$ cat src/design/qc_code_pkg.sv
package qc_code_pkg;

        //////////////////////////////////////////////////
        // code parameters
        //////////////////////////////////////////////////

        localparam int q = 3;                   // the prime
        localparam int t = 1;                   // correctable errors
        localparam int n = q * q;               // message bits
        localparam int N = 2 * t * q;           // check rows of H
        localparam int K = n + N;               // code bits
        localparam int ec = (q - 1) / 2;        // vote threshold, q is odd

        // counter widths
        localparam int vote_w = $clog2(N + 1);  // holds a count of 0 to N
        localparam int row_idx_w = $clog2(K);   // indexes any of the K rows

        //////////////////////////////////////////////////
        // vector types
        //////////////////////////////////////////////////

        typedef logic [K-1:0] cw_t;             // code word, P_inv row, H row
        typedef logic [N-1:0] syn_t;            // syndrome or one column of H
        typedef logic [n-1:0] msg_t;            // message, S_inv row
        typedef logic [vote_w-1:0] vote_t;      // per-position vote count

endpackage

$ cat src/design/decrypt_fsm_pkg.sv
package decrypt_fsm_pkg;

        // controller phases, in the order they run
        typedef enum logic [3:0] {
                IDLE,
                GET_CIPHER,
                LOAD_H,         // N rows of H
                LOAD_S,         // n rows of S_inv
                LOAD_P,         // K rows of P_inv
                UNPERMUTE,      // c' = P_inv * cipher
                SYNDROME,       // utemp = H * c'
                CORRECT,        // vote and flip
                DESCRAMBLE,     // m = S_inv * m'
                DONE
        } state_e;

        // matrix written by the current load phase
        typedef enum logic [1:0] {KEY_H, KEY_S, KEY_P} key_sel_e;

endpackage

$ cat src/design/key_store.sv
module key_store (
        input  logic                               clk,
        input  logic                               reset,
        input  logic                               wr_en,
        input  decrypt_fsm_pkg::key_sel_e          key_sel,
        input  qc_code_pkg::cw_t                   parity_check_row,
        input  qc_code_pkg::msg_t                  S_inv,
        input  qc_code_pkg::cw_t                   P_inv,
        input  logic [qc_code_pkg::row_idx_w-1:0]  h_idx,
        input  logic [qc_code_pkg::row_idx_w-1:0]  h_col_idx,
        input  logic [qc_code_pkg::row_idx_w-1:0]  s_idx,
        input  logic [qc_code_pkg::row_idx_w-1:0]  p_idx,
        output logic                               load_done,
        output qc_code_pkg::cw_t                   h_row,
        output qc_code_pkg::syn_t                  h_col,
        output qc_code_pkg::msg_t                  s_row,
        output qc_code_pkg::cw_t                   p_row
);

        qc_code_pkg::cw_t  h_mem [qc_code_pkg::N];      // H, row-wise
        qc_code_pkg::msg_t s_mem [qc_code_pkg::n];      // S_inv
        qc_code_pkg::cw_t  p_mem [qc_code_pkg::K];      // P_inv

        logic [qc_code_pkg::row_idx_w-1:0] wr_cnt;      // row being written
        logic [qc_code_pkg::row_idx_w-1:0] last_row;    // final row of selected matrix

        //////////////////////////////////////////////////
        // load counting
        //////////////////////////////////////////////////

        always_comb
        begin
                case (key_sel)
                        decrypt_fsm_pkg::KEY_H: last_row = qc_code_pkg::row_idx_w'(qc_code_pkg::N - 1);
                        decrypt_fsm_pkg::KEY_S: last_row = qc_code_pkg::row_idx_w'(qc_code_pkg::n - 1);
                        default:                last_row = qc_code_pkg::row_idx_w'(qc_code_pkg::K - 1);
                endcase
        end

        assign load_done = wr_en && (wr_cnt == last_row); // same cycle as the last word

        always_ff @(posedge clk)
        begin
                if (reset)
                        wr_cnt <= '0;
                else if (wr_en)
                        wr_cnt <= load_done ? '0 : wr_cnt + 1'b1; // wrap for the next matrix
        end

        // row writes
        always_ff @(posedge clk)
        begin
                if (wr_en)
                begin
                        case (key_sel)
                                decrypt_fsm_pkg::KEY_H: h_mem[wr_cnt[$clog2(qc_code_pkg::N)-1:0]] <= parity_check_row;
                                decrypt_fsm_pkg::KEY_S: s_mem[wr_cnt] <= S_inv;
                                default:                p_mem[wr_cnt] <= P_inv;
                        endcase
                end
        end

        //////////////////////////////////////////////////
        // read ports
        //////////////////////////////////////////////////

        assign h_row = h_mem[h_idx[$clog2(qc_code_pkg::N)-1:0]];
        assign s_row = s_mem[s_idx];
        assign p_row = p_mem[p_idx];

        // column of H gathered from the row store
        always_comb
        begin
                for (int r = 0; r < qc_code_pkg::N; r++)
                        h_col[r] = h_mem[r][h_col_idx];
        end

endmodule

$ cat src/design/gf2_matvec.sv
module gf2_matvec #(
        parameter int ROWS = 15,
        parameter int COLS = 15
) (
        input  logic                               clk,
        input  logic                               reset,
        input  logic                               run,
        input  logic [COLS-1:0]                    vec,
        input  logic [COLS-1:0]                    row,   // matrix row at row_idx
        output logic [qc_code_pkg::row_idx_w-1:0]  row_idx,
        output logic [ROWS-1:0]                    result,
        output logic                               done
);

        logic busy;     // rows 1 onward
        logic active;   // a row is handled this cycle
        logic last;

        assign active = run || busy; // row 0 is handled in the run cycle
        assign last = (row_idx == qc_code_pkg::row_idx_w'(ROWS - 1));

        always_ff @(posedge clk)
        begin
                if (reset)
                begin
                        busy <= 1'b0;
                        row_idx <= '0;
                        done <= 1'b0;
                end
                else
                begin
                        done <= active && last; // result is complete when done is high
                        if (active)
                        begin
                                busy <= !last;
                                row_idx <= last ? '0 : row_idx + 1'b1;
                        end
                end
        end

        // AND is the GF(2) product, XOR-reduction the sum
        always_ff @(posedge clk)
        begin
                if (active)
                        result[row_idx[$clog2(ROWS)-1:0]] <= ^(row & vec);
        end

endmodule

$ cat src/design/error_corrector.sv
module error_corrector (
        input  logic                               clk,
        input  logic                               reset,
        input  logic                               run,
        input  qc_code_pkg::cw_t                   cdash,
        input  qc_code_pkg::syn_t                  utemp,
        input  qc_code_pkg::syn_t                  h_col,  // column col_idx of H
        output logic [qc_code_pkg::row_idx_w-1:0]  col_idx,
        output qc_code_pkg::msg_t                  mdash,
        output logic                               done
);

        logic busy;
        logic active;
        logic last;
        qc_code_pkg::syn_t hits;        // rows where H and utemp are both set
        qc_code_pkg::vote_t vote;       // integer vote, not GF(2)

        assign active = run || busy;
        assign last = (col_idx == qc_code_pkg::row_idx_w'(qc_code_pkg::n - 1));
        assign hits = h_col & utemp;

        always_comb
        begin
                vote = '0;
                for (int r = 0; r < qc_code_pkg::N; r++)
                        vote = vote + qc_code_pkg::vote_t'(hits[r]);
        end

        always_ff @(posedge clk)
        begin
                if (reset)
                begin
                        busy <= 1'b0;
                        col_idx <= '0;
                        done <= 1'b0;
                end
                else
                begin
                        done <= active && last;
                        if (active)
                        begin
                                busy <= !last;
                                col_idx <= last ? '0 : col_idx + 1'b1;
                        end
                end
        end

        // flip the bit when more than ec checks point at it
        always_ff @(posedge clk)
        begin
                if (active)
                        mdash[col_idx] <= (vote > qc_code_pkg::vote_t'(qc_code_pkg::ec)) ?
                                          ~cdash[col_idx] : cdash[col_idx];
        end

endmodule

$ cat src/design/decrypt_ctrl.sv
module decrypt_ctrl (
        input  logic                       clk,
        input  logic                       reset,
        input  logic                       start,
        input  logic                       cipher_ready,
        input  qc_code_pkg::cw_t           cipher,
        input  logic                       parity_ready,
        input  logic                       S_inv_ready,
        input  logic                       P_inv_ready,
        input  logic                       load_done,
        input  logic                       unpermute_done,
        input  logic                       syndrome_done,
        input  logic                       correct_done,
        input  logic                       descramble_done,
        input  qc_code_pkg::msg_t          msg_result,
        output logic                       wr_en,
        output decrypt_fsm_pkg::key_sel_e  key_sel,
        output qc_code_pkg::cw_t           cipher_q,
        output logic                       unpermute_run,
        output logic                       syndrome_run,
        output logic                       correct_run,
        output logic                       descramble_run,
        output qc_code_pkg::msg_t          message,
        output logic                       msg_ready
);

        decrypt_fsm_pkg::state_e state;
        logic accept;   // new decryption taken this cycle

        assign accept = (state == decrypt_fsm_pkg::IDLE || state == decrypt_fsm_pkg::DONE) &&
                        start && cipher_ready;

        //////////////////////////////////////////////////
        // load control
        //////////////////////////////////////////////////

        always_comb
        begin
                case (state)
                        decrypt_fsm_pkg::LOAD_S: key_sel = decrypt_fsm_pkg::KEY_S;
                        decrypt_fsm_pkg::LOAD_P: key_sel = decrypt_fsm_pkg::KEY_P;
                        default:                 key_sel = decrypt_fsm_pkg::KEY_H;
                endcase
        end

        // a low ready level just stalls the phase
        assign wr_en = (state == decrypt_fsm_pkg::LOAD_H && parity_ready) ||
                       (state == decrypt_fsm_pkg::LOAD_S && S_inv_ready) ||
                       (state == decrypt_fsm_pkg::LOAD_P && P_inv_ready);

        // each engine starts on the cycle the previous one reports done
        assign syndrome_run = (state == decrypt_fsm_pkg::UNPERMUTE) && unpermute_done;
        assign correct_run = (state == decrypt_fsm_pkg::SYNDROME) && syndrome_done;
        assign descramble_run = (state == decrypt_fsm_pkg::CORRECT) && correct_done;

        always_ff @(posedge clk)
        begin
                if (accept)
                        cipher_q <= cipher;
        end

        //////////////////////////////////////////////////
        // phase FSM
        //////////////////////////////////////////////////

        always_ff @(posedge clk)
        begin
                if (reset)
                begin
                        state <= decrypt_fsm_pkg::IDLE;
                        unpermute_run <= 1'b0;
                        message <= '0;
                        msg_ready <= 1'b0;
                end
                else
                begin
                        unpermute_run <= 1'b0; // single-cycle pulse
                        case (state)
                                decrypt_fsm_pkg::IDLE, decrypt_fsm_pkg::DONE:
                                begin
                                        if (accept)
                                        begin
                                                state <= decrypt_fsm_pkg::GET_CIPHER;
                                                message <= '0;
                                                msg_ready <= 1'b0;
                                        end
                                end
                                decrypt_fsm_pkg::GET_CIPHER: state <= decrypt_fsm_pkg::LOAD_H;
                                decrypt_fsm_pkg::LOAD_H: if (load_done) state <= decrypt_fsm_pkg::LOAD_S;
                                decrypt_fsm_pkg::LOAD_S: if (load_done) state <= decrypt_fsm_pkg::LOAD_P;
                                decrypt_fsm_pkg::LOAD_P:
                                begin
                                        if (load_done)
                                        begin
                                                state <= decrypt_fsm_pkg::UNPERMUTE;
                                                unpermute_run <= 1'b1; // handoff cycle
                                        end
                                end
                                decrypt_fsm_pkg::UNPERMUTE: if (unpermute_done) state <= decrypt_fsm_pkg::SYNDROME;
                                decrypt_fsm_pkg::SYNDROME: if (syndrome_done) state <= decrypt_fsm_pkg::CORRECT;
                                decrypt_fsm_pkg::CORRECT: if (correct_done) state <= decrypt_fsm_pkg::DESCRAMBLE;
                                decrypt_fsm_pkg::DESCRAMBLE:
                                begin
                                        if (descramble_done)
                                        begin
                                                state <= decrypt_fsm_pkg::DONE;
                                                message <= msg_result; // held until next start
                                                msg_ready <= 1'b1;
                                        end
                                end
                                default: state <= decrypt_fsm_pkg::IDLE;
                        endcase
                end
        end

endmodule

$ cat src/design/mceliece_decrypt.sv
module mceliece_decrypt (
        input  logic               clk,
        input  logic               reset,
        input  logic               start,
        input  logic               cipher_ready,
        input  qc_code_pkg::cw_t   cipher,
        input  logic               parity_ready,
        input  qc_code_pkg::cw_t   parity_check_row,
        input  logic               S_inv_ready,
        input  qc_code_pkg::msg_t  S_inv,
        input  logic               P_inv_ready,
        input  qc_code_pkg::cw_t   P_inv,
        output qc_code_pkg::msg_t  message,
        output logic               msg_ready
);

        // control
        logic wr_en;
        logic load_done;
        decrypt_fsm_pkg::key_sel_e key_sel;
        logic unpermute_run, syndrome_run, correct_run, descramble_run;
        logic unpermute_done, syndrome_done, correct_done, descramble_done;

        // key store read indices and rows
        logic [qc_code_pkg::row_idx_w-1:0] p_idx, h_idx, h_col_idx, s_idx;
        qc_code_pkg::cw_t p_row, h_row;
        qc_code_pkg::syn_t h_col;
        qc_code_pkg::msg_t s_row;

        // forward datapath
        qc_code_pkg::cw_t cipher_q, cdash;
        qc_code_pkg::syn_t utemp;
        qc_code_pkg::msg_t mdash, msg_result;

        decrypt_ctrl decrypt_ctrl_inst (
                .clk, .reset, .start, .cipher_ready, .cipher,
                .parity_ready, .S_inv_ready, .P_inv_ready, .load_done,
                .unpermute_done, .syndrome_done, .correct_done, .descramble_done,
                .msg_result, .wr_en, .key_sel, .cipher_q,
                .unpermute_run, .syndrome_run, .correct_run, .descramble_run,
                .message, .msg_ready
        );

        key_store key_store_inst (
                .clk, .reset, .wr_en, .key_sel, .parity_check_row, .S_inv, .P_inv,
                .h_idx, .h_col_idx, .s_idx, .p_idx,
                .load_done, .h_row, .h_col, .s_row, .p_row
        );

        // c' = P_inv * cipher
        gf2_matvec #(.ROWS(qc_code_pkg::K), .COLS(qc_code_pkg::K)) unpermute_inst (
                .clk, .reset, .run(unpermute_run), .vec(cipher_q), .row(p_row),
                .row_idx(p_idx), .result(cdash), .done(unpermute_done)
        );

        // utemp = H * c'
        gf2_matvec #(.ROWS(qc_code_pkg::N), .COLS(qc_code_pkg::K)) syndrome_inst (
                .clk, .reset, .run(syndrome_run), .vec(cdash), .row(h_row),
                .row_idx(h_idx), .result(utemp), .done(syndrome_done)
        );

        error_corrector error_corrector_inst (
                .clk, .reset, .run(correct_run), .cdash, .utemp, .h_col,
                .col_idx(h_col_idx), .mdash, .done(correct_done)
        );

        // m = S_inv * m'
        gf2_matvec #(.ROWS(qc_code_pkg::n), .COLS(qc_code_pkg::n)) descramble_inst (
                .clk, .reset, .run(descramble_run), .vec(mdash), .row(s_row),
                .row_idx(s_idx), .result(msg_result), .done(descramble_done)
        );

endmodule

$ cat config.mk
export PLATFORM = sky130hd
export DESIGN_NAME = mceliece_decrypt
export DESIGN_NICKNAME = d
export VERILOG_FILES = /design/src/design/qc_code_pkg.sv /design/src/design/decrypt_fsm_pkg.sv /design/src/design/key_store.sv /design/src/design/gf2_matvec.sv /design/src/design/error_corrector.sv /design/src/design/decrypt_ctrl.sv /design/src/design/mceliece_decrypt.sv
export SDC_FILE = /design/constraint.sdc
export NUM_CORES = 1
export LEC_CHECK = 0
export ABC_AREA = 1
export BUFFER_PORTS_ARGS = -buffer_cell sky130_fd_sc_hd__buf_2
export CORE_MARGIN = 10
export CORE_UTILIZATION = 35
export CTS_CLUSTER_DIAMETER = 30
export DETAILED_ROUTE_END_ITERATION = 16
export GPL_ROUTABILITY_DRIVEN = 0
export PLACE_DENSITY = 0.62
export SYNTH_ARGS = -nofsm -noshare
export SYNTH_HDL_FRONTEND = slang
export SYNTH_SLANG_ARGS = --single-unit
$ cat constraint.sdc
create_clock -name clk -period 4.6 [get_ports clk]
set_clock_uncertainty 0.1 [all_clocks]
set_input_delay 0.46 -clock clk [delete_from_list [all_inputs] [get_ports clk]]
set_output_delay 0.46 -clock clk [all_outputs]
set_load 0.02 [all_outputs]
==> run_results.csv <==
group,metric,value,unit
floorplanning,fp.dieW,278.2,um
setup_path,path_cells,"clkinv_1, a21oi_1, o21ai_0, nand2_1, nand2_1, nand2_1, o31a_1, ha_1, inv_1, fa_1, inv_1, ha_1, nand2_1, o21bai_1, fa_1, nor2_1, xor2_1",
timing,drv_slew,0,
cts,clock_path_buffers,3,
timing,timing.slew.headroom,21.01,%
logic_synthesis,synth_flop_cell,"edfxtp_1",
timing,post-route-period-util,94.52,%
cts,clockRootBuffer,"clkbuf_16",
cells_and_area,multi_input_area,6669,sq um
pwr,leakagePower,0.01102,uW
setup_path,critPathRequiredTime,4.87,ns
setup_path,critPathTopFamily,"adder cells",
timing,finalSetupViolations,0,
cts,worstSkewPairLatency,0.70,ns
routing,dr.pass1.iters,7,
timing,fmaxAchievable,0.2300,GHz
cells_and_area,nFillCells,6019,
setup_path,arrival,4.62,ns
place,dp_hpwl,38580,um
floorplanning,row_count,94,
setup_path,reg2reg_depth,17,
run,max_cap_viol_count,0,
timing,rsz0062_at_grt,"no",
logic_synthesis,yosys.area.top_type,"edfxtp_1",
logic_synthesis,seq_area_frac_synth,66.41,%
logic_synthesis,syn_inst,2261,
cts,cts_resized,0,
hold_path,hold_start,"S_inv[7]",
floorplanning,start_util,35.36,%
logic_synthesis,synth-edff-count,480,
floorplanning,dieArea,77390,sq um
floorplanning,die_y,278.2,um
logic_synthesis,synthesis.nets,2338,
logic_synthesis,synth_top_area_share,61.78,%
logic_synthesis,synth_cell_type_count,41,
setup_path,slowest_stage,"fa_1",
global_route,grt_max_degree,77,
place,numPlacedInstances,3142,
global_route,grt_pass1_wl,96980,um
place,port_buffers,70,
hold_path,min_path_cells,1,
setup_path,ff2ff_setup_slack,0.25,ns
cts,clk_pin_slew,0.05,ns
routing,wirelength,62590,um
floorplanning,core_area,65980,sq um
cells_and_area,instances_no_fill,3390,
global_route,grt.overflow.total,0,
timing,finalSetupTns,0,ns
cts,cts_max_level,3,
cts,cts_setup_buffers,0,
run_status,outcome,"finished, final reports clean",
timing,final-hold-violation-count,0,
hold_path,hp-class,"input pin to flop",
timing,worst_slew_pin_slew,1.184,ns
logic_synthesis,synthTopCellsByArea,"edfxtp_1 62%, nand2_1 8.9%, nand3_1 5.9%",
routing,viasPerCell,5.100,
global_route,antenna_found_initial,3,
logic_synthesis,synth_common_cells,"554 x nand2_1, 480 x edfxtp_1, 273 x nand3_1",
cells_and_area,nets,2502,
setup_path,cp_common_cell,"nand2_1",
cells_and_area,syn_to_final_growth,23.97,%
routing,vias,17290,
logic_synthesis,yosysWarnings,0,
logic_synthesis,yosysMostFrequentCell,"nand2_1",
setup_path,crit_fanout,19,
setup_path,r2r-start,"error_corrector_inst.col_idx[1]",
cells_and_area,drive_above_1_share,13.55,%
routing,drt_iter0_drc,1574,
routing,drtAntennaViolNets,0,
cells_and_area,regArea,15500,sq um
setup_path,slowest_delay,0.54,ns
cts,cts_buffers,111,
logic_synthesis,synth-seq-cells,534,
cts,cts_tree,"done",
global_route,grt_use_total,15.80,%
setup_path,worstSetupPathType,"flop to flop",
setup_path,cp-end-kind,"flop",
setup_path,crit_path_start_kind,"flop",
logic_synthesis,syn_area_per_cell,10.32,sq um
global_route,grt_pass1_vias,17240,
setup_path,worst-path-buf-inv,3,
floorplanning,ios,71,
pwr,vdd_drop_max,0.0003301,V
routing,wire_per_inst,18.46,um
logic_synthesis,synthArstFlopShare,0,%
routing,route.detailed.drc,0,
timing,fin_crit,4.348,ns
setup_path,reg2reg_to,"error_corrector_inst.mdash[1]",
logic_synthesis,syn_area,23330,sq um
cts,cts_sinks,534,
pwr,p_per_area,484.6,nW/um^2
hold_path,min_to,"key_store_inst.s_mem[5][7]",
cts,hold_buffers,34,
## logic make-up (layout without fill, tap and decap cells)
group | after synthesis | count (layout) | share of synthesized area, %
AO/OA/AOI/OAI | 287 | 287 | 6.757
AND/OR/NAND/NOR | 1120 | 1120 | 20.00
adder cells (fa/ha/maj) | 16 | 16 | 0.9224
XOR/XNOR | 18 | 18 | 0.6757
buffers and inverters | 286 | 549 | 5.234
flip-flops | 534 | 534 | 66.41
other | 0 | 2 | 0
## report_power, final
group,switching [uW],internal (uW)
registers,49.1,5390
logic,422,170
clock network,2810,5170
total,3280,10700
## registers in the layout, summed over array words and instances (netlist names), 4 cells and up, named ones only
signal and cells:
error_corrector_inst.mdash 9, unpermute_inst.row_idx 4, syndrome_inst.row_idx 4, key_store_inst.wr_cnt 4
decrypt_ctrl_inst.message 9, key_store_inst.s_mem 81, key_store_inst.p_mem 225, descramble_inst.row_idx 4
descramble_inst.result 9, error_corrector_inst.col_idx 4, decrypt_ctrl_inst.cipher_q 15, unpermute_inst.result 15
syndrome_inst.result 6, decrypt_ctrl_inst.state 4, key_store_inst.h_mem 120
## placed cells by master, fill, tap and decap left out, types with 28 or more instances in the layout
master,synthesis,routed
clkbuf_16,0,111
nand3_1,273,273
nor3_1,38,32
nand2_1,554,554
buf_2,43,70
dfxtp_1,54,51
o211ai_1,28,28
edfxtp_1,480,480
dlygate4sd3_1,0,34
a21oi_1,94,94
nor2_1,228,221
inv_1,169,169
buf_4,6,49
o21ai_0,130,130
## metal layers
metal  vias to the layer above  part of all wire (%)  track usage, %
li1                       8168                     -               -
met1                      8351                    42           19.70
met2                       638                    48           26.50
met3                       131                   6.4           2.996
met4                         2                   3.3           6.759
met5                         -                 0.014               0
## area by class of cell
class / count / share of cell area (%)
clock inverters: 88 / 3.495
clock buffers: 124 / 9.876
diodes: 2 / 0.01730
well taps: 864 / 3.738
inverters: 181 / 2.358
multi-input cells: 1441 / 23.06
flip-flops and latches: 534 / 53.59
repair buffers: 156 / 3.867
## worst max-delay path by stage
stage	to	slack [ns]	cells after the start	startpoint
after floorplan	error_corrector_inst.mdash[0]	0.61	17	error_corrector_inst.col_idx[0]
after CTS	error_corrector_inst.mdash[3]	0.36	15	error_corrector_inst.col_idx[1]
final	error_corrector_inst.mdash[1]	0.25	17	error_corrector_inst.col_idx[1]
after global routing	error_corrector_inst.mdash[6]	0.04	15	error_corrector_inst.col_idx[1]
after global placement	error_corrector_inst.mdash[0]	0.53	15	error_corrector_inst.col_idx[1]
after detailed placement	error_corrector_inst.mdash[0]	0.39	15	error_corrector_inst.col_idx[1]
## stage by stage
stage               util (%)  total power (uW)  hold WS [ns]  area [sq um]  setup WS [ns]
finish                 43.84             14020       0.01524         28920         0.2521
global route           43.83             14450       0.01375         28920        0.03762
CTS                    43.83             14120     0.0002275         28920         0.3559
detailed placement     37.45              6081        0.3653         24710         0.3860
global placement       37.45              6057        0.3446         24710         0.5269
floorplan                  -              5853        0.3231         23330         0.6060
No activity file was read; power rests on OpenSTA's default activity.
